===== src/design/spi_phase_gen.sv =====
//////////////////////////////////////////////////
// SCK level and edge strobes from the system clock.
// One SCK period spans CLK_RATIO system clocks.
//////////////////////////////////////////////////
`timescale 1ns/1ns
`default_nettype none

module spi_phase_gen #(
  parameter int CLK_RATIO = 32  // Multiple of 4
) (
  input  logic i_ext_spi_clk_x,
  input  logic i_srst,
  output logic o_sck,
  output logic o_rise,
  output logic o_fall
);

  localparam int CNT_W = $clog2(CLK_RATIO);

  logic [CNT_W-1:0] r_cnt;  // Phase within the SCK period

  // Free-running phase counter
  always_ff @(posedge i_ext_spi_clk_x) begin
    if (i_srst) begin
      r_cnt <= '0;
    end else if (r_cnt == CNT_W'(CLK_RATIO - 1)) begin
      r_cnt <= '0;
    end else begin
      r_cnt <= r_cnt + 1'b1;
    end
  end

  assign o_sck  = (r_cnt < CNT_W'(CLK_RATIO / 2));   // High in first half
  assign o_rise = (r_cnt == '0);                     // Same cycle SCK goes high
  assign o_fall = (r_cnt == CNT_W'(CLK_RATIO / 2));  // Same cycle SCK goes low

  // Edge strobes must sit at quarter points of the period
  a_ratio : assert property (@(posedge i_ext_spi_clk_x)
    (CLK_RATIO % 4) == 0) else $error("CLK_RATIO not a multiple of 4");

endmodule : spi_phase_gen

`default_nettype wire


===== config.mk =====
export PLATFORM = sky130hd
export DESIGN_NAME = spi_phase_gen
export DESIGN_NICKNAME = d
export VERILOG_FILES = /design/src/design/spi_phase_gen.sv
export SDC_FILE = /design/constraint.sdc
export NUM_CORES = 1
export LEC_CHECK = 0
export BUFFER_PORTS_ARGS = -buffer_cell sky130_fd_sc_hd__buf_2
export CELL_PAD_IN_SITES_DETAIL_PLACEMENT = 2
export CELL_PAD_IN_SITES_GLOBAL_PLACEMENT = 2
export CORE_AREA = 3 3 40 42
export DETAILED_ROUTE_END_ITERATION = 8
export DIE_AREA = 0 0 43 45
export PLACE_DENSITY_LB_ADDON = 0.08
export REMOVE_ABC_BUFFERS = 1
export SLEW_MARGIN = 20
export SYNTH_ARGS = -nofsm -noshare
export SYNTH_HDL_FRONTEND = slang
export SYNTH_SLANG_ARGS = --single-unit

===== constraint.sdc =====
create_clock -name i_ext_spi_clk_x -period 4 [get_ports i_ext_spi_clk_x]
set_input_delay 0.4 -clock i_ext_spi_clk_x [delete_from_list [all_inputs] [get_ports i_ext_spi_clk_x]]
set_output_delay 0.4 -clock i_ext_spi_clk_x [all_outputs]
set_load 0.05 [all_outputs]

# Word level (Yosys, flattened, before mapping)
# Cells that the tools add are included.
# W data, S select, Z words.
[totals] input_bits=2 reg_bits=5 out_inout_bits=3 elab_cells=7
[classes] n_eq_ne=2 reduce_logical=2 magnitude_cmp=1 addsub=1
[op_table] cell="$eq A5 B5 Y1 const B" n=2
[op_table] cell="$add A5 B1 Y5 const B" n=1
[op_table] cell="$logic_not A5 Y1" n=1
[op_table] cell="$lt A5 B5 Y1 const B" n=1
[op_table] cell="$reduce_or A2 Y1" n=1

# Longest topological paths before layout
[logic_depth] word_depth=2 mapped_depth=5 mapped_depth_nobuf=5

# Worst setup path before layout
# Ideal clock, no wire load.
[synth_timing] path_kind="reg-to-output" start="register r_cnt[4]" end="output o_fall" t_required_ns=3.600 path_slack_ns=1.318 path_buffers=0 arrival_ns=2.282 stages_incl_launch_ff=3 path_cell_list="dfxtp_1 -> inv_1 -> nor4b_1"
[synth_via] elab_chain_cells=1
[synth_rtl] item="start, declared" line="20" rtl="logic [CNT_W-1:0] r_cnt;"
[synth_rtl] item="start signal, assigned" line="29" rtl="r_cnt <= r_cnt + 1'b1;"
[synth_rtl] item="$eq A5 B5 Y1" line="35" rtl="assign o_fall = (r_cnt == CNT_W'(CLK_RATIO / 2));"
[synth_rtl] item="end, declared" line="15" rtl="output logic o_fall"
# No other way between the ends.

# Worst setup path in the final report
[layout_timing] start="register r_cnt[0]" end="output o_fall"
# The elaborated chain is that of the path after synthesis.

==> impl.org <==
** Critical path
- Reg-to-reg setup timing slack :: 2.49 ns
- Crit path kind :: flop to output pin
- STA classifies the critical path endpoint as an output pin.
- Type of element launching the critical path :: flop
- Depth of the most critical reg-to-reg path :: 5
- Data on the critical path is required at its endpoint by 3.60 ns.
- Reg-to-reg critical path endpoint :: r_cnt[3]
- In this run the critical register-to-register path is launched from r_cnt[0].
- Data arrives at the worst endpoint at 1.32 ns.
- In this run the worst path has a maximum fanout of 4.

** Routing
- Final wirelength :: 515 um
- For this run, the detailed router's first-pass iteration total came to 1.
- Dividing the detail-routed via count by the number of cells gives 4.261.
- After detailed routing, the number of remaining DRC violations is 0.
- Residual antenna-violating net count after detailed routing :: 0
- Initial drt markers :: 0
- In the final routed layout, each cell accounts on average for 11.20 um.
- Via count :: 196

** CTS
- Root Driver :: sky130_fd_sc_hd__clkbuf_4
- Number of resized instances in the post-cts repair step :: 0
- Insertion delay of the later-clocked pin in the worst-skew pair :: 0.24 ns
- Number of levels in the clock H-tree :: 1
- The tree built by TritonCTS fans out to 5 sinks.
- Counting along the longest clock path gives a buffer depth of 2.
- After clock tree synthesis, the clock-pin slew on the worst setup and hold paths is 0.05 ns.
- Buffers added to address setup during post-CTS repair amount to 0.
- The number of hold buffers added after CTS was 0.
- Counting the buffers created by CTS gives 3.
- TritonCTS built the clock tree.

** Logic synthesis
- Number of storage elements in the synthesis netlist :: 5
- In the synthesized netlist the dominant register cell turns out to be sky130_fd_sc_hd__dfxtp_1.
- Synthesized area per cell :: 10.28 um^2
- The most common cell in the synthesized netlist is sky130_fd_sc_hd__dfxtp_1.
- Fraction of synthesized cell area taken by the top area cell type :: 0.4233
- EDFF count, synth :: 0
- Post-synth top cells :: sky130_fd_sc_hd__dfxtp_1 (5), sky130_fd_sc_hd__ha_1 (3), sky130_fd_sc_hd__inv_1 (3), sky130_fd_sc_hd__nor3_1 (3), sky130_fd_sc_hd__nor3b_1 (3)
- Of all flip-flops after synthesis, the portion carrying an async set or reset was 0.
- After synthesis, the cell types taking the most area are sky130_fd_sc_hd__dfxtp_1 (42%), sky130_fd_sc_hd__ha_1 (16%), sky130_fd_sc_hd__nor3b_1 (9.5%).
- Count of warnings emitted by yosys :: 0
- The synthesized netlist occupies a cell area of 236.5 um^2.
- Number of distinct library cell variants in the gate-level netlist after synthesis :: 10
- Library cell with the largest summed area after synthesis :: sky130_fd_sc_hd__dfxtp_1
- Cell count after synthesis :: 23
- The share of the Yosys chip area taken by registers is 0.4233.

** Finish
- The register with the most flip-flops in the layout has 5 of them.
- Fill cell total of the finished layout :: 156
- Compared with the post-synthesis result, the final layout area differs by 27.51%.
- Area of combinational cells with multiple inputs :: 125.1 um^2
- Final layout net count :: 37
- More flip-flops sit in one register than any other, and that register is r_cnt.
- In the final layout, the registers with the most flip-flops are r_cnt: 5 flops.
- Summing all non-filler instances in the final layout gives an area of 301.5 um^2.
- Number of non-filler instances in the completed layout :: 46
- Once layout is complete, the utilization of the core stands at 0.2347.
- Registers take 100.1 um^2.
- 0 antenna diodes ended up in the layout.
- Proportion of layout cells with a drive suffix above 1 :: 0.2581

** Global routing
- Global routing finished with a remaining overflow of 0.
- Initial antenna violation count :: 0
- In the global route stage, met2 resource usage came out at 0.09281.
- The layer flagged by global routing as most heavily used is met2.
- The via count of the first global-routing pass came to 218.
- In the global route stage, met1 resource usage came out at 0.07005.
- Global-route usage over all layers :: 0.06500
- Entering global routing, the biggest net connects 7 pins.
- Met3 global-route usage :: 0.02390
- The first global-routing pass estimated 862 um of wire.

** STA
- In the final timing run, aggregate negative setup slack is 0 ns.
- Final critical-path required period :: 1.718 ns
- F_max :: 582.0 MHz
- Final cycle utilization of the critical path :: 0.4296
- Worst Tran Pin Value :: 0.2257 ns
- Max Transition Viols Final :: 0
- Worst rel slew slack :: 0.8474
- Unrepaired setup endpoints after global routing :: no
- Hold timing on the final database bottoms out at a slack of 0.4024 ns.
- Between clock sinks in the finished design, the worst skew comes to 0.0007711 ns.
- The number of hold violations in the final report was 0.
- Setup violations remaining at the end of the flow were counted as 0.

** Floorplanning
- The floorplan has 13 rows.
- Die span in x :: 43 um
- For this configuration, the core starts out at a cell density of 0.1840.
- 5 I/O pins were placed.
- The die covers 1935 um^2.
- The die is 45 um tall.
- The core region is 1285 um^2.

** Power
- For this design the static power due to leakage is 0.0001313 uW.
- Peak supply drop :: 0.08262 mV
- Power density relative to cell area :: 432.5 nW/um^2

** Placement
- Counting tap cells, the placed design contains a total of 42 instances.
- Half-perimeter wire length after detailed placement :: 409.9 um
- Number of port buffers :: 4
- Placed standard-cell area :: 275.3 um^2
- The congestion estimate from routability-driven global placement came to 0.5987.

** Run status
- Outcome :: finished clean

** Hold path
- Origin of the worst min-delay path :: i_srst
- Cell depth of the worst min-delay path :: 2
- Worst Hold Path EP :: r_cnt[2]
- The min-delay analysis places its worst path in the category input port to flop.

** Flow run
- Across the run, the number of max-cap violations was 0.
[routing by layer]
metal  vias to the layer above  routed length [um]
met1                        93                 234
met3                         2                  30
li1                         97                   -
met2                         4                 241
met5                         -                   0
met4                         0                   8
[worst max-delay path: stages (launching register included)]
cell,delay (ns)
sky130_fd_sc_hd__dfxtp_1,0.34
sky130_fd_sc_hd__inv_1,0.07
sky130_fd_sc_hd__ha_1,0.15
sky130_fd_sc_hd__nor4b_1,0.21
sky130_fd_sc_hd__buf_2,0.31
[cells by family (layout without fill, tap and decap cells)]
family / Yosys count / count (layout) / synth area share
AND/OR/NAND/NOR: 10 / 10 / 0.2857
adder cells (fa/ha/maj): 3 / 3 / 0.1587
multiplexers: 1 / 1 / 0.04762
flip-flops: 5 / 5 / 0.4233
buffers and inverters: 3 / 11 / 0.04762
XOR/XNOR: 1 / 1 / 0.03704
[cell usage in the layout, fill, tap and decap left out]
cell,n
sky130_fd_sc_hd__nand3_1,1
sky130_fd_sc_hd__ha_1,3
sky130_fd_sc_hd__and3_2,1
sky130_fd_sc_hd__clkbuf_1,1
sky130_fd_sc_hd__buf_2,4
sky130_fd_sc_hd__nor3_1,3
sky130_fd_sc_hd__xnor2_1,1
sky130_fd_sc_hd__dfxtp_1,5
sky130_fd_sc_hd__nor4b_1,2
sky130_fd_sc_hd__clkbuf_4,3
sky130_fd_sc_hd__inv_1,3
sky130_fd_sc_hd__mux2_1,1
sky130_fd_sc_hd__nor3b_1,3
[stage by stage]
step                      setup slack, ns  total power (uW)
after floorplan                     1.318             67.64
after global placement              2.503             71.95
after detailed placement            2.491             72.56
after CTS                           2.245             134.2
after global routing                2.151             138.2
final                               2.282             130.4
[how the worst max path moves through the flow]
stage / from / end / depth (start not counted)
final: r_cnt[0] / o_fall / 4
after global routing: r_cnt[0] / o_fall / 4
after CTS: r_cnt[0] / o_fall / 4
after detailed placement: r_cnt[0] / r_cnt[3] / 5
after global placement: r_cnt[0] / r_cnt[3] / 5
after floorplan: r_cnt[4] / o_fall / 2
[layout make-up]
type                    count  area share
repair buffers              4     0.06639
inverters                   3     0.03734
clock buffers               4     0.08714
multi-input cells          15      0.4149
well taps                  15     0.06224
flip-flops and latches      5      0.3320
[power breakdown]
| group | internal, uW | total [uW] | switching (uW) |
|---|---|---|---|
| Sequential | 52.6 | 55.4 | 2.77 |
| Combinational | 6.03 | 16.0 | 9.97 |
| Clock | 37.8 | 59.0 | 21.3 |
Power figures use the tool's default switching activity.
