===== config.mk =====
export PLATFORM = sky130hd
export DESIGN_NAME = spi_cmd_latch
export DESIGN_NICKNAME = d
export VERILOG_FILES = /design/src/design/spi_pkg.sv /design/src/design/spi_cmd_latch.sv
export SDC_FILE = /design/constraint.sdc
export NUM_CORES = 1
export LEC_CHECK = 0
export ABC_AREA = 1
export BUFFER_PORTS_ARGS = -buffer_cell sky130_fd_sc_hd__buf_2
export CORE_AREA = 2 2 48 50
export CTS_CLUSTER_DIAMETER = 30
export DETAILED_ROUTE_END_ITERATION = 12
export DIE_AREA = 0 0 50 52
export PLACE_DENSITY = 0.77
export REMOVE_ABC_BUFFERS = 1
export SLEW_MARGIN = 0
export SYNTH_ARGS = -nofsm -noshare
export SYNTH_HDL_FRONTEND = slang
export SYNTH_SLANG_ARGS = --single-unit
export TNS_END_PERCENT = 10

===== constraint.sdc =====
create_clock -name i_ext_spi_clk_x -period 3.13 [get_ports i_ext_spi_clk_x]
set_clock_uncertainty 0.2 [all_clocks]
set_input_delay 0.4695 -clock i_ext_spi_clk_x [delete_from_list [all_inputs] [get_ports i_ext_spi_clk_x]]
set_output_delay 0.4695 -clock i_ext_spi_clk_x [all_outputs]
set_load 0.005 [all_outputs]

===== src/design/spi_pkg.sv =====
//////////////////////////////////////////////////
// Shared widths and types for the SPI master.
// Referenced by scoped name from each RTL block.
//////////////////////////////////////////////////
`default_nettype none

package spi_pkg;

  localparam int BYTE_W     = 8;              // Data byte
  localparam int LEN_BITS   = 11;             // Byte-count fields
  localparam int WAIT_BITS  = 2;              // Wait-cycle field
  localparam int GUARD_CYC  = 4;              // SCK periods per chip-select guard
  localparam int TIMER_BITS = LEN_BITS + 3;   // Holds 8x the largest byte count

  // Command as issued by the system and as held for the frame
  typedef struct packed {
    logic [LEN_BITS-1:0]  tx_len;    // Bytes to shift out, at least 1
    logic [WAIT_BITS-1:0] wait_cyc;  // Idle SCK periods before RX
    logic [LEN_BITS-1:0]  rx_len;    // Bytes to shift in
  } spi_cmd_t;

  // Bus outputs
  typedef struct packed {
    logic sck;
    logic csn;   // Active low
    logic copi;
  } spi_pins_t;

  // Frame states, all 8 codes used
  typedef enum logic [2:0] {
    IDLE, START_D, START_S, TX, WAIT, RX, STOP_S, STOP_D
  } spi_state_e;

endpackage : spi_pkg

`default_nettype wire


===== src/design/spi_cmd_latch.sv =====
//////////////////////////////////////////////////
// Command holding register between system and bus.
// Takes a go only while idle, keeps it for the frame.
//////////////////////////////////////////////////
`timescale 1ns/1ns
`default_nettype none

module spi_cmd_latch (
  input  logic              i_ext_spi_clk_x,
  input  logic              i_srst,
  input  logic              i_go,
  input  spi_pkg::spi_cmd_t i_cmd,
  input  logic              i_taken,     // Bus machine left IDLE
  input  logic              i_bus_idle,
  output spi_pkg::spi_cmd_t o_cmd,
  output logic              o_start,
  output logic              o_idle
);

  logic w_accept;

  // Idle only with the bus parked and nothing pending
  assign o_idle   = i_bus_idle & ~o_start;
  assign w_accept = i_go & o_idle;  // Go while busy is dropped

  // Start request, held until the bus machine picks it up
  always_ff @(posedge i_ext_spi_clk_x) begin
    if (i_srst) begin
      o_start <= 1'b0;
    end else if (w_accept) begin
      o_start <= 1'b1;
    end else if (i_taken) begin
      o_start <= 1'b0;
    end
  end

  // Command fields
  always_ff @(posedge i_ext_spi_clk_x) begin
    if (w_accept) o_cmd <= i_cmd;  // Stable through the whole frame
  end

  a_tx_len : assert property (@(posedge i_ext_spi_clk_x) disable iff (i_srst)
    w_accept |-> (i_cmd.tx_len != '0)) else $error("Go with zero tx_len");

endmodule : spi_cmd_latch

`default_nettype wire


* After elaboration in Yosys (flattened, before gate mapping)
Cells that the tools add are included.
Word-level totals: bits in registers 25, latch bits 0, RAM bits 0, bits in read-only memories 0, bits of input ports 29, output and inout bits 26, logic and storage cells 10, memories 0
Operators by class: $add $sub $neg 0, multipliers 0, divide/modulo/power cells 0, magnitude comparators 0, eq/ne operators 0, shift operators 0, mux-type cells 2, bitwise operators 3, reductions and logical operators 1
Operators with widths (number):
- AND 1 bit | 2
- 2-to-1 mux 1 bit | 2
- nonzero test 2 bit | 1
- NOT 1 bit | 1

* Logic depth before layout (Yosys ltp)
depth after elaboration 4, mapped depth 3, gate-level depth less buffers 3

* Least setup slack after synthesis
OpenSTA, ideal clock, no wires.
kind input port to flip-flop, start input i_go, end register o_cmd[0] in the netlist's numbering, enable pin, library setup time 0.379 ns, arrival 1.037 ns, data required time 2.551 ns, setup slack 1.515 ns, stages 2, path buffers 0, cell sequence nand3_2 inv_1
Between the ends: cells in the longest elaborated chain, start to end 1
Ends and longest elaborated chain:
- start, declared | RTL line spi_cmd_latch.sv:11 | input logic i_go,
- AND 1 bit | RTL line spi_cmd_latch.sv:24 | assign w_accept = i_go & o_idle;
- via w_accept | RTL line spi_cmd_latch.sv:20 | logic w_accept;
- end signal, assigned | RTL line spi_cmd_latch.sv:39 | if (w_accept) o_cmd <= i_cmd;
- end, declared | RTL line spi_cmd_latch.sv:15 | output spi_pkg::spi_cmd_t o_cmd,
The timed path passes the listed nets, and every way through them passes these cells. A chain may end at the register's enable or synchronous reset.

* Worst setup path after layout
start register o_start, end register o_cmd[7] in the netlist's numbering, enable pin
Between the ends: cells in the longest elaborated chain, start to end 3
Ends and longest elaborated chain:
- start, declared | RTL line spi_cmd_latch.sv:16 | output logic o_start,
- start signal, assigned | RTL line spi_cmd_latch.sv:29 | o_start <= 1'b0;
- start signal, assigned | RTL line spi_cmd_latch.sv:31 | o_start <= 1'b1;
- start signal, assigned | RTL line spi_cmd_latch.sv:33 | o_start <= 1'b0;
- NOT 1 bit | RTL line spi_cmd_latch.sv:23 | assign o_idle = i_bus_idle & ~o_start;
- AND 1 bit | RTL line spi_cmd_latch.sv:23
- AND 1 bit | RTL line spi_cmd_latch.sv:24
- via w_accept | RTL line spi_cmd_latch.sv:20
The timed path passes the listed nets, and every way through them passes these cells.

==> impl_summary.md <==
Critical path
The total buffers and inverters traversed by the critical path is 2. The type of the worst setup path is reg2reg. In this design, the stage delay of the slowest critical-path cell is just over 600 ps.

In this run the worst path has a maximum fanout of 24. The worst setup path is launched from a flip-flop. Traced cell by cell, the critical path runs through inv_1 > nand3_2 > inv_1. The data arrival time of the worst path is ~1400 ps.

STA puts the critical path data required time at around 2900 ps. The cell with the biggest individual delay on the critical path is sky130_fd_sc_hd__inv_1. The cell repeated most along the worst path is sky130_fd_sc_hd__inv_1. The nature of the critical path endpoint is a flip-flop. The cell family contributing the most delay on the critical path is buffers and inverters.

Power
Combinational logic burns 7.6% of the power. In this run the power density over the cells is around 500 nW/um2. IR analysis of the VDD net gives a maximum drop of roughly 0.00022 V. The net switching fraction of the power is between 10% and 20%. For this design the total switching power over the nets is ~0.10 mW. The clock network fraction of total power is roughly 23%. The total leakage power is about 0.49 nW. The internal portion of total power is 0.456 mW.

The part of the power in registers is between 60 and 70%.

Routing
The first-pass iteration count of the detailed router is 2. For this block, the via count after detailed routing is 488. For this block, the initial DRC count from the detailed router was 2. After detailed routing, the average wire length per cell comes to around 11 um.

The routed via count divided by cell count is 4.10. The final routed DRC violation total is 0. The routed design has ~1300 um of wire. The final antenna-violating net count is 0.

STA
Counting I/O delays and the setup requirement, the final critical path takes 1670 ps. The maximum clock frequency is 597 MHz. The setup total negative slack is 0 ps. Setup violations remaining at the end of the flow were counted as 0.

The total count of hold-check failures in the final report is 0. Setup repair after global routing left no endpoint under its margin. For the pin with the worst max-slew slack, the measured transition is roughly 830 ps. The worst hold slack is around 120 ps. The fraction of the cycle the final worst path needs is approximately 54%. The max-slew headroom at the worst pin is between 40 and 50%. The count of final max-slew check failures is 0.

Global routing
The largest net degree at the start of global routing is 25. The number of antenna violations at the first check in global routing is 0. Global routing used around 11% of the available tracks across all layers. The first global-routing pass estimated between 1500 and 2000 um of wire.

The via count of the first global-routing pass is around 460. Summed over all layers, the global routing overflow is 0.

Final layout
The layout has roughly 190 filler cells. The count of nets after finishing is between 100 and 150. The repair_antennas step left the layout with diodes totalling 0. The ratio of cells with drive above 1 in the final layout is approximately 65%. With fillers left out, the area of the finished cells amounts to 1110 um2. The area growth from synthesis to layout is 42.4%.

Floorplan
The die is 50 um wide. Pin placement for this block handled 55 I/O pins. The die covers roughly 2600 um2.

The placeable core area is 2110 um2. The die height is roughly 52 um. The placement row count is 17.

The initial core utilization is a little under two fifths.

Clocking
After clock tree synthesis, the repair step resized 0 gates. The number of hold buffers added after CTS was 0. For this design, the sink count on the clock tree is 25. Once the clock tree was built, the setup fixing pass inserted 0 buffers. At the later pin of the worst-skew pair, clock insertion delay measures about 290 ps. CTS built an H-tree with a depth of 1. The clock passes through at most 2 buffers. In this run, CTS created clock tree buffers numbering 3.

The tree is rooted in a sky130_fd_sc_hd__clkbuf_4. TritonCTS built the clock tree. After clock tree synthesis, the clock-pin slew on the worst setup and hold paths is about 110 ps.

Synth
The area share of and/or/nand/nor cells after synthesis is 2.24%. After synthesis, the share of cell area in mux cells is 0%. The most used flip-flop cell after synthesis is sky130_fd_sc_hd__edfxtp_1.

The combinational family with the most area after synthesis is simple AND/OR/NAND/NOR gates. The area fraction of the dominant cell type after synthesis is 92.2%. The Yosys warning count is 0. The number of flops mapped to enable cells by yosys is 24. The adder and majority gate portion of the synthesized area is 0%. The synthesized instance count is 33. A synthesized cell averages 23.7 um2. Sorting the synthesized cells by area gives the leading types as sky130_fd_sc_hd__edfxtp_1 92%, sky130_fd_sc_hd__dfxtp_1 2.6%, sky130_fd_sc_hd__inv_1 1.9%, sky130_fd_sc_hd__nand3_2 1.3%, sky130_fd_sc_hd__a21oi_2 1.1%. The area of the mapped netlist is between 700 and 800 um2. The total of flip-flops plus latches after synthesis is 25.

Summing the areas of all compound-gate instances in the mapped netlist gives 1.12% of the synthesized area. For this run, the register share of the synthesized area comes to 94.7%. Of all flip-flops after synthesis, the portion carrying an async set or reset was 0%. The cell with the most instances after synthesis is sky130_fd_sc_hd__edfxtp_1. The synthesized design spends more area on one cell type than any other, namely sky130_fd_sc_hd__edfxtp_1.

The parity-gate share of the synthesized area counting xor and xnor cells is 0%. The number of unique standard cell types used by synthesis is 7. By count the netlist is led by 24 x sky130_fd_sc_hd__edfxtp_1, 4 x sky130_fd_sc_hd__inv_1.

Placement
The quantity of I/O buffers inserted on ports is 54. Once placement finished, the instance area stood at 1090 um2. The congestion estimate from routability-driven global placement came to between 0.5 and 0.6.

The final HPWL from detailed placement is between 1000 and 1500 um.

Min path
The type of the worst min-delay path is in2reg.

Job
The number of maximum-capacitance constraint violations is 0.

Run status
The flow ran to the end, and the final reports show no timing, DRC or antenna violations.
[per-layer routing]
layer	GRT usage, %	part of all wire, %	up-vias
li1	-	-	237
met1	10.7	37	212
met2	17.5	47	35
met3	5.17	12	4
met4	9.72	3.1	0
met5	0	0	-
[worst paths after layout]
check	from	endpoint	slack [ps]	cells past startpoint
setup / recovery	o_start	o_cmd[7]	1460	3
hold / removal	i_srst	o_start	120	2
hold reg to reg	o_start	o_start	330	2
setup reg to reg	o_start	o_cmd[7]	1460	3
[registers in the layout (all words and copies together) (netlist names)]
signal and cells:
o_start 1, o_cmd 24
[cell type report]
type	instances	area, um2	share of cell area (%)
flip-flops and latches	25	741	66.5
repair buffers	54	270	24.3
well taps	28	35.0	3.15
multi-input cells	4	26.3	2.36
clock buffers	4	26.3	2.36
inverters	4	15.0	1.35
[power groups by stage]
stage / clock network, mW / registers, mW / logic, mW
4_1_cts: 0.138 / 0.387 / 0.0432
6_report: 0.129 / 0.387 / 0.0421
3_5_place_dp: 0 / 0.395 / 0.0431
2_1_floorplan: 0 / 0.397 / 0.00782
3_3_place_gp: 0 / 0.394 / 0.0411
5_1_grt: 0.149 / 0.389 / 0.0469
[cells in the final DEF (no fill, tap or decap), drive strengths merged]
| cell type | n |
|---|---|
| buf | 54 |
| edfxtp | 24 |
| inv | 4 |
| clkbuf | 4 |
| nand3 | 1 |
| nor2 | 1 |
| nand2 | 1 |
| a21oi | 1 |
| dfxtp | 1 |
[cell families after synthesis]
| logic type | Yosys count |
|---|---|
| AO/OA/AOI/OAI | 1 |
| buffers and inverters | 4 |
| AND/OR/NAND/NOR | 3 |
| flip-flops | 25 |
[metrics by stage]
| step | worst slack, ps | power, mW | cells | util, % |
|---|---|---|---|---|
| 5_1_grt | 1310 | 0.584 | 119 | 52.9 |
| 3_5_place_dp | 1250 | 0.438 | 115 | 51.6 |
| 6_report | 1460 | 0.558 | 119 | 52.9 |
| 2_1_floorplan | 1510 | 0.405 | 33 | - |
| 3_3_place_gp | 1290 | 0.435 | 115 | 51.6 |
| 4_1_cts | 1430 | 0.569 | 119 | 52.9 |
Note: power is estimated with default switching activity, not from simulation.
