===== src/design/spi_pkg.sv =====
//////////////////////////////////////////////////
// Shared widths and types for the SPI master.
// Referenced by scoped name from each RTL block.
//////////////////////////////////////////////////
`default_nettype none

package spi_pkg;

  localparam int BYTE_W     = 8;              // Data byte
  localparam int LEN_BITS   = 11;             // Byte-count fields
  localparam int WAIT_BITS  = 2;              // Wait-cycle field
  localparam int GUARD_CYC  = 4;              // SCK periods per chip-select guard
  localparam int TIMER_BITS = LEN_BITS + 3;   // Holds 8x the largest byte count

  // Command as issued by the system and as held for the frame
  typedef struct packed {
    logic [LEN_BITS-1:0]  tx_len;    // Bytes to shift out, at least 1
    logic [WAIT_BITS-1:0] wait_cyc;  // Idle SCK periods before RX
    logic [LEN_BITS-1:0]  rx_len;    // Bytes to shift in
  } spi_cmd_t;

  // Bus outputs
  typedef struct packed {
    logic sck;
    logic csn;   // Active low
    logic copi;
  } spi_pins_t;

  // Frame states, all 8 codes used
  typedef enum logic [2:0] {
    IDLE, START_D, START_S, TX, WAIT, RX, STOP_S, STOP_D
  } spi_state_e;

endpackage : spi_pkg

`default_nettype wire


===== src/design/spi_bus_fsm.sv =====
//////////////////////////////////////////////////
// Mode 0 frame sequencer through guards, TX, wait and RX.
// Steps on the falling strobe and samples CIPO on rise.
//////////////////////////////////////////////////
`timescale 1ns/1ns
`default_nettype none

module spi_bus_fsm (
  input  logic                       i_ext_spi_clk_x,
  input  logic                       i_srst,
  input  spi_pkg::spi_cmd_t          i_cmd,
  input  logic                       i_start,
  input  logic                       i_sck,
  input  logic                       i_rise,
  input  logic                       i_fall,
  input  logic [spi_pkg::BYTE_W-1:0] i_tx_data,
  input  logic                       i_tx_valid,
  input  logic                       i_tx_empty,
  input  logic                       i_rx_full,
  input  logic                       i_cipo,
  output logic                       o_taken,
  output logic                       o_bus_idle,
  output logic                       o_tx_rd,
  output logic                       o_rx_wr,
  output logic [spi_pkg::BYTE_W-1:0] o_rx_data,
  output spi_pkg::spi_pins_t         o_pins
);

  localparam int TB = spi_pkg::TIMER_BITS;
  localparam int BW = spi_pkg::BYTE_W;

  spi_pkg::spi_state_e r_state;
  spi_pkg::spi_state_e w_state_nx;
  logic [TB-1:0]       r_t;          // Bit timer in SCK periods within the state
  logic [TB-1:0]       w_tx_bits;
  logic [TB-1:0]       w_rx_bits;
  logic                w_guard_done;
  logic                w_tx_last;
  logic                w_rx_last;
  logic                w_wait_last;
  logic                w_byte_end;
  logic                w_tx_fetch;   // Next fall starts a new TX byte
  logic [BW-1:0]       r_tx_sreg;
  logic                r_tx_have;    // FIFO byte waiting in i_tx_data
  logic [BW-1:0]       r_rx_sreg;

  ////////////////////////////////////////////////////
  // Timer compares
  ////////////////////////////////////////////////////
  assign w_tx_bits    = {i_cmd.tx_len, 3'b000};
  assign w_rx_bits    = {i_cmd.rx_len, 3'b000};
  assign w_guard_done = (r_t == TB'(spi_pkg::GUARD_CYC - 1));
  assign w_tx_last    = (r_t == w_tx_bits - TB'(1));
  assign w_rx_last    = (r_t == w_rx_bits - TB'(1));
  assign w_wait_last  = (r_t == TB'(i_cmd.wait_cyc) - TB'(1));
  assign w_byte_end   = (r_t[2:0] == 3'd7);

  assign w_tx_fetch = ((r_state == spi_pkg::START_S) && w_guard_done) ||
                      ((r_state == spi_pkg::TX) && w_byte_end && !w_tx_last);

  // Next state
  always_comb begin
    w_state_nx = r_state;
    case (r_state)
      spi_pkg::IDLE:    if (i_start) w_state_nx = spi_pkg::START_D;
      spi_pkg::START_D: if (w_guard_done) w_state_nx = spi_pkg::START_S;
      spi_pkg::START_S: if (w_guard_done) w_state_nx = spi_pkg::TX;
      spi_pkg::TX: begin
        if (w_tx_last) begin
          if (i_cmd.rx_len == '0) w_state_nx = spi_pkg::STOP_S;     // Write-only frame
          else if (i_cmd.wait_cyc == '0) w_state_nx = spi_pkg::RX;
          else w_state_nx = spi_pkg::WAIT;
        end
      end
      spi_pkg::WAIT:    if (w_wait_last) w_state_nx = spi_pkg::RX;
      spi_pkg::RX:      if (w_rx_last) w_state_nx = spi_pkg::STOP_S;
      spi_pkg::STOP_S:  if (w_guard_done) w_state_nx = spi_pkg::STOP_D;
      spi_pkg::STOP_D:  if (w_guard_done) w_state_nx = spi_pkg::IDLE;
      default:          w_state_nx = spi_pkg::IDLE;
    endcase
  end

  // State and timer step on the falling strobe
  always_ff @(posedge i_ext_spi_clk_x) begin
    if (i_srst) begin
      r_state <= spi_pkg::IDLE;
      r_t     <= '0;
    end else if (i_fall) begin
      r_state <= w_state_nx;
      if ((w_state_nx != r_state) || (r_state == spi_pkg::IDLE)) r_t <= '0;
      else r_t <= r_t + 1'b1;
    end
  end

  assign o_taken    = i_fall & i_start & (r_state == spi_pkg::IDLE);
  assign o_bus_idle = (r_state == spi_pkg::IDLE);

  ////////////////////////////////////////////////////
  // Transmit path
  ////////////////////////////////////////////////////
  // Prefetch on the rise before the byte boundary
  assign o_tx_rd = i_rise & w_tx_fetch & ~i_tx_empty;

  always_ff @(posedge i_ext_spi_clk_x) begin
    if (i_srst) begin
      r_tx_have <= 1'b0;
    end else if (i_tx_valid) begin
      r_tx_have <= 1'b1;
    end else if (i_fall && w_tx_fetch) begin
      r_tx_have <= 1'b0;  // Consumed by the load
    end
  end

  always_ff @(posedge i_ext_spi_clk_x) begin
    if (i_fall) begin
      if (w_tx_fetch) r_tx_sreg <= r_tx_have ? i_tx_data : '0;  // Zeros on underrun
      else if (r_state == spi_pkg::TX) r_tx_sreg <= {r_tx_sreg[BW-2:0], 1'b0};
    end
  end

  ////////////////////////////////////////////////////
  // Receive path
  ////////////////////////////////////////////////////
  always_ff @(posedge i_ext_spi_clk_x) begin
    if (i_srst) begin
      o_rx_wr <= 1'b0;
    end else begin
      // Full FIFO drops the byte and the bus keeps running
      o_rx_wr <= i_rise & (r_state == spi_pkg::RX) & w_byte_end & ~i_rx_full;
    end
  end

  always_ff @(posedge i_ext_spi_clk_x) begin
    if (i_rise && (r_state == spi_pkg::RX)) begin
      r_rx_sreg <= {r_rx_sreg[BW-2:0], i_cipo};  // MSB first
      if (w_byte_end) o_rx_data <= {r_rx_sreg[BW-2:0], i_cipo};
    end
  end

  // Pin drive
  always_comb begin
    o_pins.csn  = (r_state == spi_pkg::IDLE) || (r_state == spi_pkg::START_D) ||
                  (r_state == spi_pkg::STOP_D);
    o_pins.sck  = i_sck & ((r_state == spi_pkg::TX) || (r_state == spi_pkg::WAIT) ||
                           (r_state == spi_pkg::RX));  // Parked low elsewhere
    o_pins.copi = (r_state == spi_pkg::TX) ? r_tx_sreg[BW-1] : 1'b0;
  end

  // State may only move on a falling strobe with SCK already low so SCK never gets a runt
  a_fall_only : assert property (@(posedge i_ext_spi_clk_x) disable iff (i_srst)
    $changed(r_state) |-> $past(i_fall && !i_sck))
    else $error("State change off the falling strobe");

endmodule : spi_bus_fsm

`default_nettype wire


===== config.mk =====
export PLATFORM = sky130hd
export DESIGN_NAME = spi_bus_fsm
export DESIGN_NICKNAME = d
export VERILOG_FILES = /design/src/design/spi_pkg.sv /design/src/design/spi_bus_fsm.sv
export SDC_FILE = /design/constraint.sdc
export NUM_CORES = 1
export LEC_CHECK = 0
export BUFFER_PORTS_ARGS = -buffer_cell sky130_fd_sc_hd__buf_2
export CAP_MARGIN = 0
export CORE_MARGIN = 10
export CORE_UTILIZATION = 25
export CTS_CLUSTER_SIZE = 12
export DETAILED_ROUTE_END_ITERATION = 6
export PLACE_DENSITY = 0.38
export SLEW_MARGIN = 25
export SYNTH_ARGS = -nofsm -noshare
export SYNTH_HDL_FRONTEND = slang
export SYNTH_SLANG_ARGS = --single-unit
export TNS_END_PERCENT = 30

===== constraint.sdc =====
create_clock -name i_ext_spi_clk_x -period 3.1 [get_ports i_ext_spi_clk_x]
set_input_delay 0.155 -clock i_ext_spi_clk_x [delete_from_list [all_inputs] [get_ports i_ext_spi_clk_x]]
set_output_delay 0.155 -clock i_ext_spi_clk_x [all_outputs]
set_load 0.005 [all_outputs]

* Word-level counts from Yosys, hierarchy flattened
Index checks and enable logic that the tools add are counted.
** Storage, ports and cells
- Output and inout bits :: 15
- Input port bits :: 42
- Flip-flop bits (word level) :: 42
** Cells by class
- Bitwise logic cells :: 10
- Equal/unequal tests :: 13
- Add/sub/neg operators :: 4
- Reductions and logical operators :: 19
- Mux-type cells :: 18
** Operator list (count)
- $eq A14 B14 Y1 :: 3
- $sub A14 B1 Y14 const B :: 2
- $mux W3 :: 8
- $mux W8 :: 3
- $pmux W3 S8 :: 1
- $eq A3 B3 Y1 const B :: 5
- $add A14 B1 Y14 const B :: 1
- $eq A14 B2 Y1 const B :: 1
- $mux W14 :: 1
- $logic_not A11 Y1 :: 1
- $and A1 B1 Y1 :: 8
- $eq A3 B2 Y1 const B :: 2
- $logic_or A1 B1 Y1 :: 6
- $logic_and A1 B1 Y1 :: 5
- $mux W1 :: 4
- $reduce_and A2 Y1 :: 2
- $reduce_bool A2 Y1 :: 2
- $eq A3 B1 Y1 const B :: 1
- $logic_not A3 Y1 :: 1
- $ne A3 B3 Y1 :: 1
- $sub A2 B1 Y3 const B :: 1
- $logic_not A2 Y1 :: 1
- $mux W2 :: 1
- $not A1 Y1 :: 2
- $logic_not A1 Y1 :: 1

* Longest topological paths before layout
- Depth after elaboration :: 8
- Depth in mapped cells :: 11
- Mapped depth without buffers :: 9

* Worst setup path before layout
Ideal clock, no wire load.
- Kind :: in2reg
- From :: input port i_cmd[0] in the netlist's numbering
- To :: register r_t[10]
- Stages on the path :: 10
- Path slack :: 0.738 ns
- Library setup time :: 0.142 ns
- Arrival :: 2.220 ns
- Cells stage by stage :: inv_1 ha_1 or4b_1 buf_2 a2111o_1 a221oi_2 nand4_2 o22ai_4 buf_12 nor4_2
** Between the ends
- Cells in the longest elaborated chain, start to end :: 7
- Elaborated cells on any way between the ends :: 10
- Those cells by class :: add/sub (1); eq/ne (2); mux (5); reduce/logical (2)
** Ends and longest elaborated chain
- from (decl) :: RTL line spi_bus_fsm.sv:11 : input spi_pkg::spi_cmd_t i_cmd,
- $sub A14 B1 Y14 or $logic_not A11 Y1 (tied branches) :: RTL line spi_bus_fsm.sv:54, spi_bus_fsm.sv:70
- $eq A14 B14 Y1 or $mux W2 (tied branches) :: RTL line spi_bus_fsm.sv:54, spi_bus_fsm.sv:70
- $mux W3 (on tied branches) :: RTL line spi_bus_fsm.sv:76, spi_bus_fsm.sv:69
- $pmux W3 S8 (*) :: RTL line spi_bus_fsm.sv:64 : case (r_state)
- $ne A3 B3 Y1 (*) :: RTL line spi_bus_fsm.sv:90 : if ((w_state_nx != r_state) || (r_state == spi_pkg::IDLE)) r_t <= '0;
- $logic_or A1 B1 Y1 (*) :: RTL line spi_bus_fsm.sv:90
- $mux W14 (*) :: RTL line spi_bus_fsm.sv:90
- to (signal assigned) :: RTL line spi_bus_fsm.sv:91 : else r_t <= r_t + 1'b1;
- to (decl) :: RTL line spi_bus_fsm.sv:34 : logic [TB-1:0] r_t;
Every way passes the cells marked *; elsewhere a longest branch is shown, timed or not.
A chain may end at the register's enable or synchronous reset.

* Worst setup path in the final report
- From :: register r_t[9]
- To :: output port o_tx_rd
** Between the ends
- Cells in the longest elaborated chain, start to end :: 6
- Elaborated cells on any way between the ends :: 8
- Those cells by class :: eq/ne (2); bitwise (2); reduce/logical (4)
** Ends and longest elaborated chain
- $eq A14 B14 Y1 :: RTL line spi_bus_fsm.sv:53 : assign w_tx_last = (r_t == w_tx_bits - TB'(1));
- $logic_not A1 Y1 :: RTL line spi_bus_fsm.sv:59 : ((r_state == spi_pkg::TX) && w_byte_end && !w_tx_last);
- $logic_and A1 B1 Y1 :: RTL line spi_bus_fsm.sv:59
- $logic_or A1 B1 Y1 (*) :: RTL line spi_bus_fsm.sv:58 : assign w_tx_fetch = ((r_state == spi_pkg::START_S) && w_guard_done) ||
- $and A1 B1 Y1 (*) (2 in a row) :: RTL line spi_bus_fsm.sv:102 : assign o_tx_rd = i_rise & w_tx_fetch & ~i_tx_empty;
- to (decl) :: RTL line spi_bus_fsm.sv:23 : output logic o_tx_rd,
Marked as above.

==> qor.csv <==
stage;metric;value;unit
run_status;status;finished clean;
floorplan;core-area;0.0122;mm^2
worst_setup_path;endpoint_kind;output port;
timing;setup_viol;0;
yosys;syn-num-nets;397;
worst_setup_path;critical_path.max_stage_delay;0.62;ns
yosys;async_flop_share;0;%
worst_setup_path;worstPathArrival;2.54;ns
drt;first_iter_violations;186;
floorplan;ioPinCount;57;
cts;hold_buffers;0;
worst_setup_path;cp_data_required_time;2.94;ns
worst_setup_path;path_buf_inv;2;
floorplan;fp.dieH;132;um
yosys;synth_seq_cells;42;
place;dpl_cell_area;0.00353;mm^2
global_route;grt_pass1_wl;14700;um
drt;drc;0;
drt;totalWireLength;8870;um
worst_setup_path;slowest_stage;dfxtp_1;
yosys;synth_area_leaders;edfxtp_1, dfxtp_1, xnor2_1, nor4_2, xor2_1;
yosys;yosysSeqAreaShare;34.1;%
timing;grt_setup_unrepaired;no;
timing;hold_violations;0;
worst_setup_path;cp_top_family;compound AO/OA/AOI/OAI gates;
cts;clockRootBuffer;clkbuf_16;
yosys;synth_cells;349;
drt;drtPass1Iterations;4;
timing;clock.fmax;371;MHz
yosys;synth-edff-count;23;
layout;syn2layout_area_growth;18.2;%
yosys;yosysWarningCount;0;
timing;fin_setup_tns;0;ns
drt;wl_per_cell;15.8;um
worst_setup_path;cp_cell_sequence;nand2_1 -> a211oi_1 -> o21ai_0 -> a22oi_1 -> a31o_2 -> a21boi_1 -> buf_4 -> and3b_1 -> buf_2;
layout;drive_above_1_share;24.4;%
timing;tightestPinTransition;0.683;ns
timing;slew_viol_final;0;
yosys;synth.top_cell.area_share;22.0;%
layout;n_antenna_cell;0;
cts;clockBufferDepth;2;
cts;clock_sinks;42;
floorplan;start_util;25.8;%
timing;min_period;2.69;ns
drt;via_count;2706;
cts;cts_tree;built;
cts;cts_max_level;2;
hold_path;hp-class;primary input to register;
global_route;grt_max_degree;20;
timing;slew_headroom;54.1;%
yosys;synth_area;0.00314;mm^2
yosys;yosys.area.top_type;edfxtp_1;
worst_setup_path;path_max_fanout;12;
place;gp_congestion;0.770;
worst_setup_path;startpoint_type;register;
global_route;grt_pass1_vias;2786;
cts;numCtsBuffers;5;
cts;cts_resized;0;
yosys;synth_most_common_cell;xnor2_1;
floorplan;die_area;0.0174;mm^2
pwr;ir_drop;0.255;mV
layout;nNetsFinal;441;
yosys;ys_types;59;
drt;viasPerCell;4.81;
pwr;power.leakage;1.32;nW
pwr;powerDensity;370;mW/mm^2
floorplan;die_x;132;um
yosys;ys.flop_type;edfxtp_1;
timing;finalCritPeriodShare;86.8;%
global_route;grt_overflow_total;0;
run;maxCapViolCount;0;
cts;post_cts_buffers;0;
place;place_hpwl;6870;um
worst_setup_path;path_class;register to output port;
timing;finalClockSkew;0.00641;ns
cts;clk_pin_slew;0.06;ns
floorplan;rows;40;
global_route;antenna_found_initial;0;
layout;final_area;0.00371;mm^2
yosys;synth_common_cells;xnor2_1, edfxtp_1, nand2_1;
global_route;grt_use_total;10.1;%
cts;clk_latency;0.29;ns
drt;ant_nets;0;
yosys;synth_area_per_cell;8.99;um^2
place;port_buffers;56;
registers in the layout (all words and copies together) (netlist names):
signal	flops
r_rx_sreg	7
o_rx_data	8
r_tx_have	1
r_state	3
o_rx_wr	1
r_tx_sreg	8
r_t	14
power by group:
part	switching [mW]	internal, mW
Sequential	0.00602	0.585
Clock	0.235	0.386
Combinational	0.0940	0.0686
per-stage QoR:
step	setup slack, ns	utilization (%)	hold WS, ns	power, mW	cells
3_5_place_dp	0.311	29.1	0.321	0.767	554
4_1_cts	0.378	30.5	0.0160	1.40	562
5_1_grt	0.212	30.5	0.0252	1.44	562
6_report	0.408	30.5	0.0245	1.37	562
2_1_floorplan	0.738	-	0.231	0.704	349
3_3_place_gp	0.390	29.1	0.322	0.767	554
logic make-up (layout without fill, tap and decap cells):
kind of cell | count (synthesis) | count (layout) | share of synthesized area [%]
multiplexers | 10 | 10 | 3.19
adder cells (fa/ha/maj) | 6 | 6 | 2.39
buffers and inverters | 48 | 93 | 7.42
AND/OR/NAND/NOR | 147 | 147 | 28.7
AO/OA/AOI/OAI | 55 | 55 | 12.8
flip-flops | 42 | 42 | 34.1
XOR/XNOR | 41 | 41 | 11.4
worst paths after layout:
check | end | startpoint | slack [ns] | depth (start not counted)
max reg2reg | r_state[1] | r_t[9] | 0.60 | 6
max | o_tx_rd | r_t[9] | 0.41 | 9
min reg2reg | o_rx_data[7] | r_rx_sreg[6] | 0.42 | 0
min | o_rx_wr | i_rx_full | 0.02 | 2
routing by layer:
metal,part of all wire (%),track usage (%),vias to the layer above
met5,0,0,-
met4,0.60,2.35,0
met3,3.9,2.06,6
met2,46,15.6,58
met1,50,13.9,1284
li1,-,-,1358
worst register-to-register path, delay by kind of cell (launching register included):
kind | cells | cell delay, ns
AND/OR/NAND/NOR | 3 | 0.97
flip-flops | 1 | 0.62
AO/OA/AOI/OAI | 3 | 0.80
cell usage in the layout (no fill, tap or decap), drive strengths merged, types with 10 or more instances in the layout:
cell,n
nor3,11
a21oi,12
edfxtp,23
nand4,14
nand3,16
xor2,12
buf,64
nand2,22
o21ai,11
nor4,22
dfxtp,19
mux2i,10
inv,22
xnor2,29
nor2,18
cell type report:
class | count | area, um^2
Inverter | 21 | 78.8
Fill cell | 1302 | 8450
Timing Repair Buffer | 64 | 340
Tap cell | 168 | 210
Multi-Input combinational cell | 259 | 1830
Clock buffer | 5 | 125
Clock inverter | 3 | 48.8
Sequential cell | 42 | 1070
No activity file was read; power rests on OpenSTA's default activity.
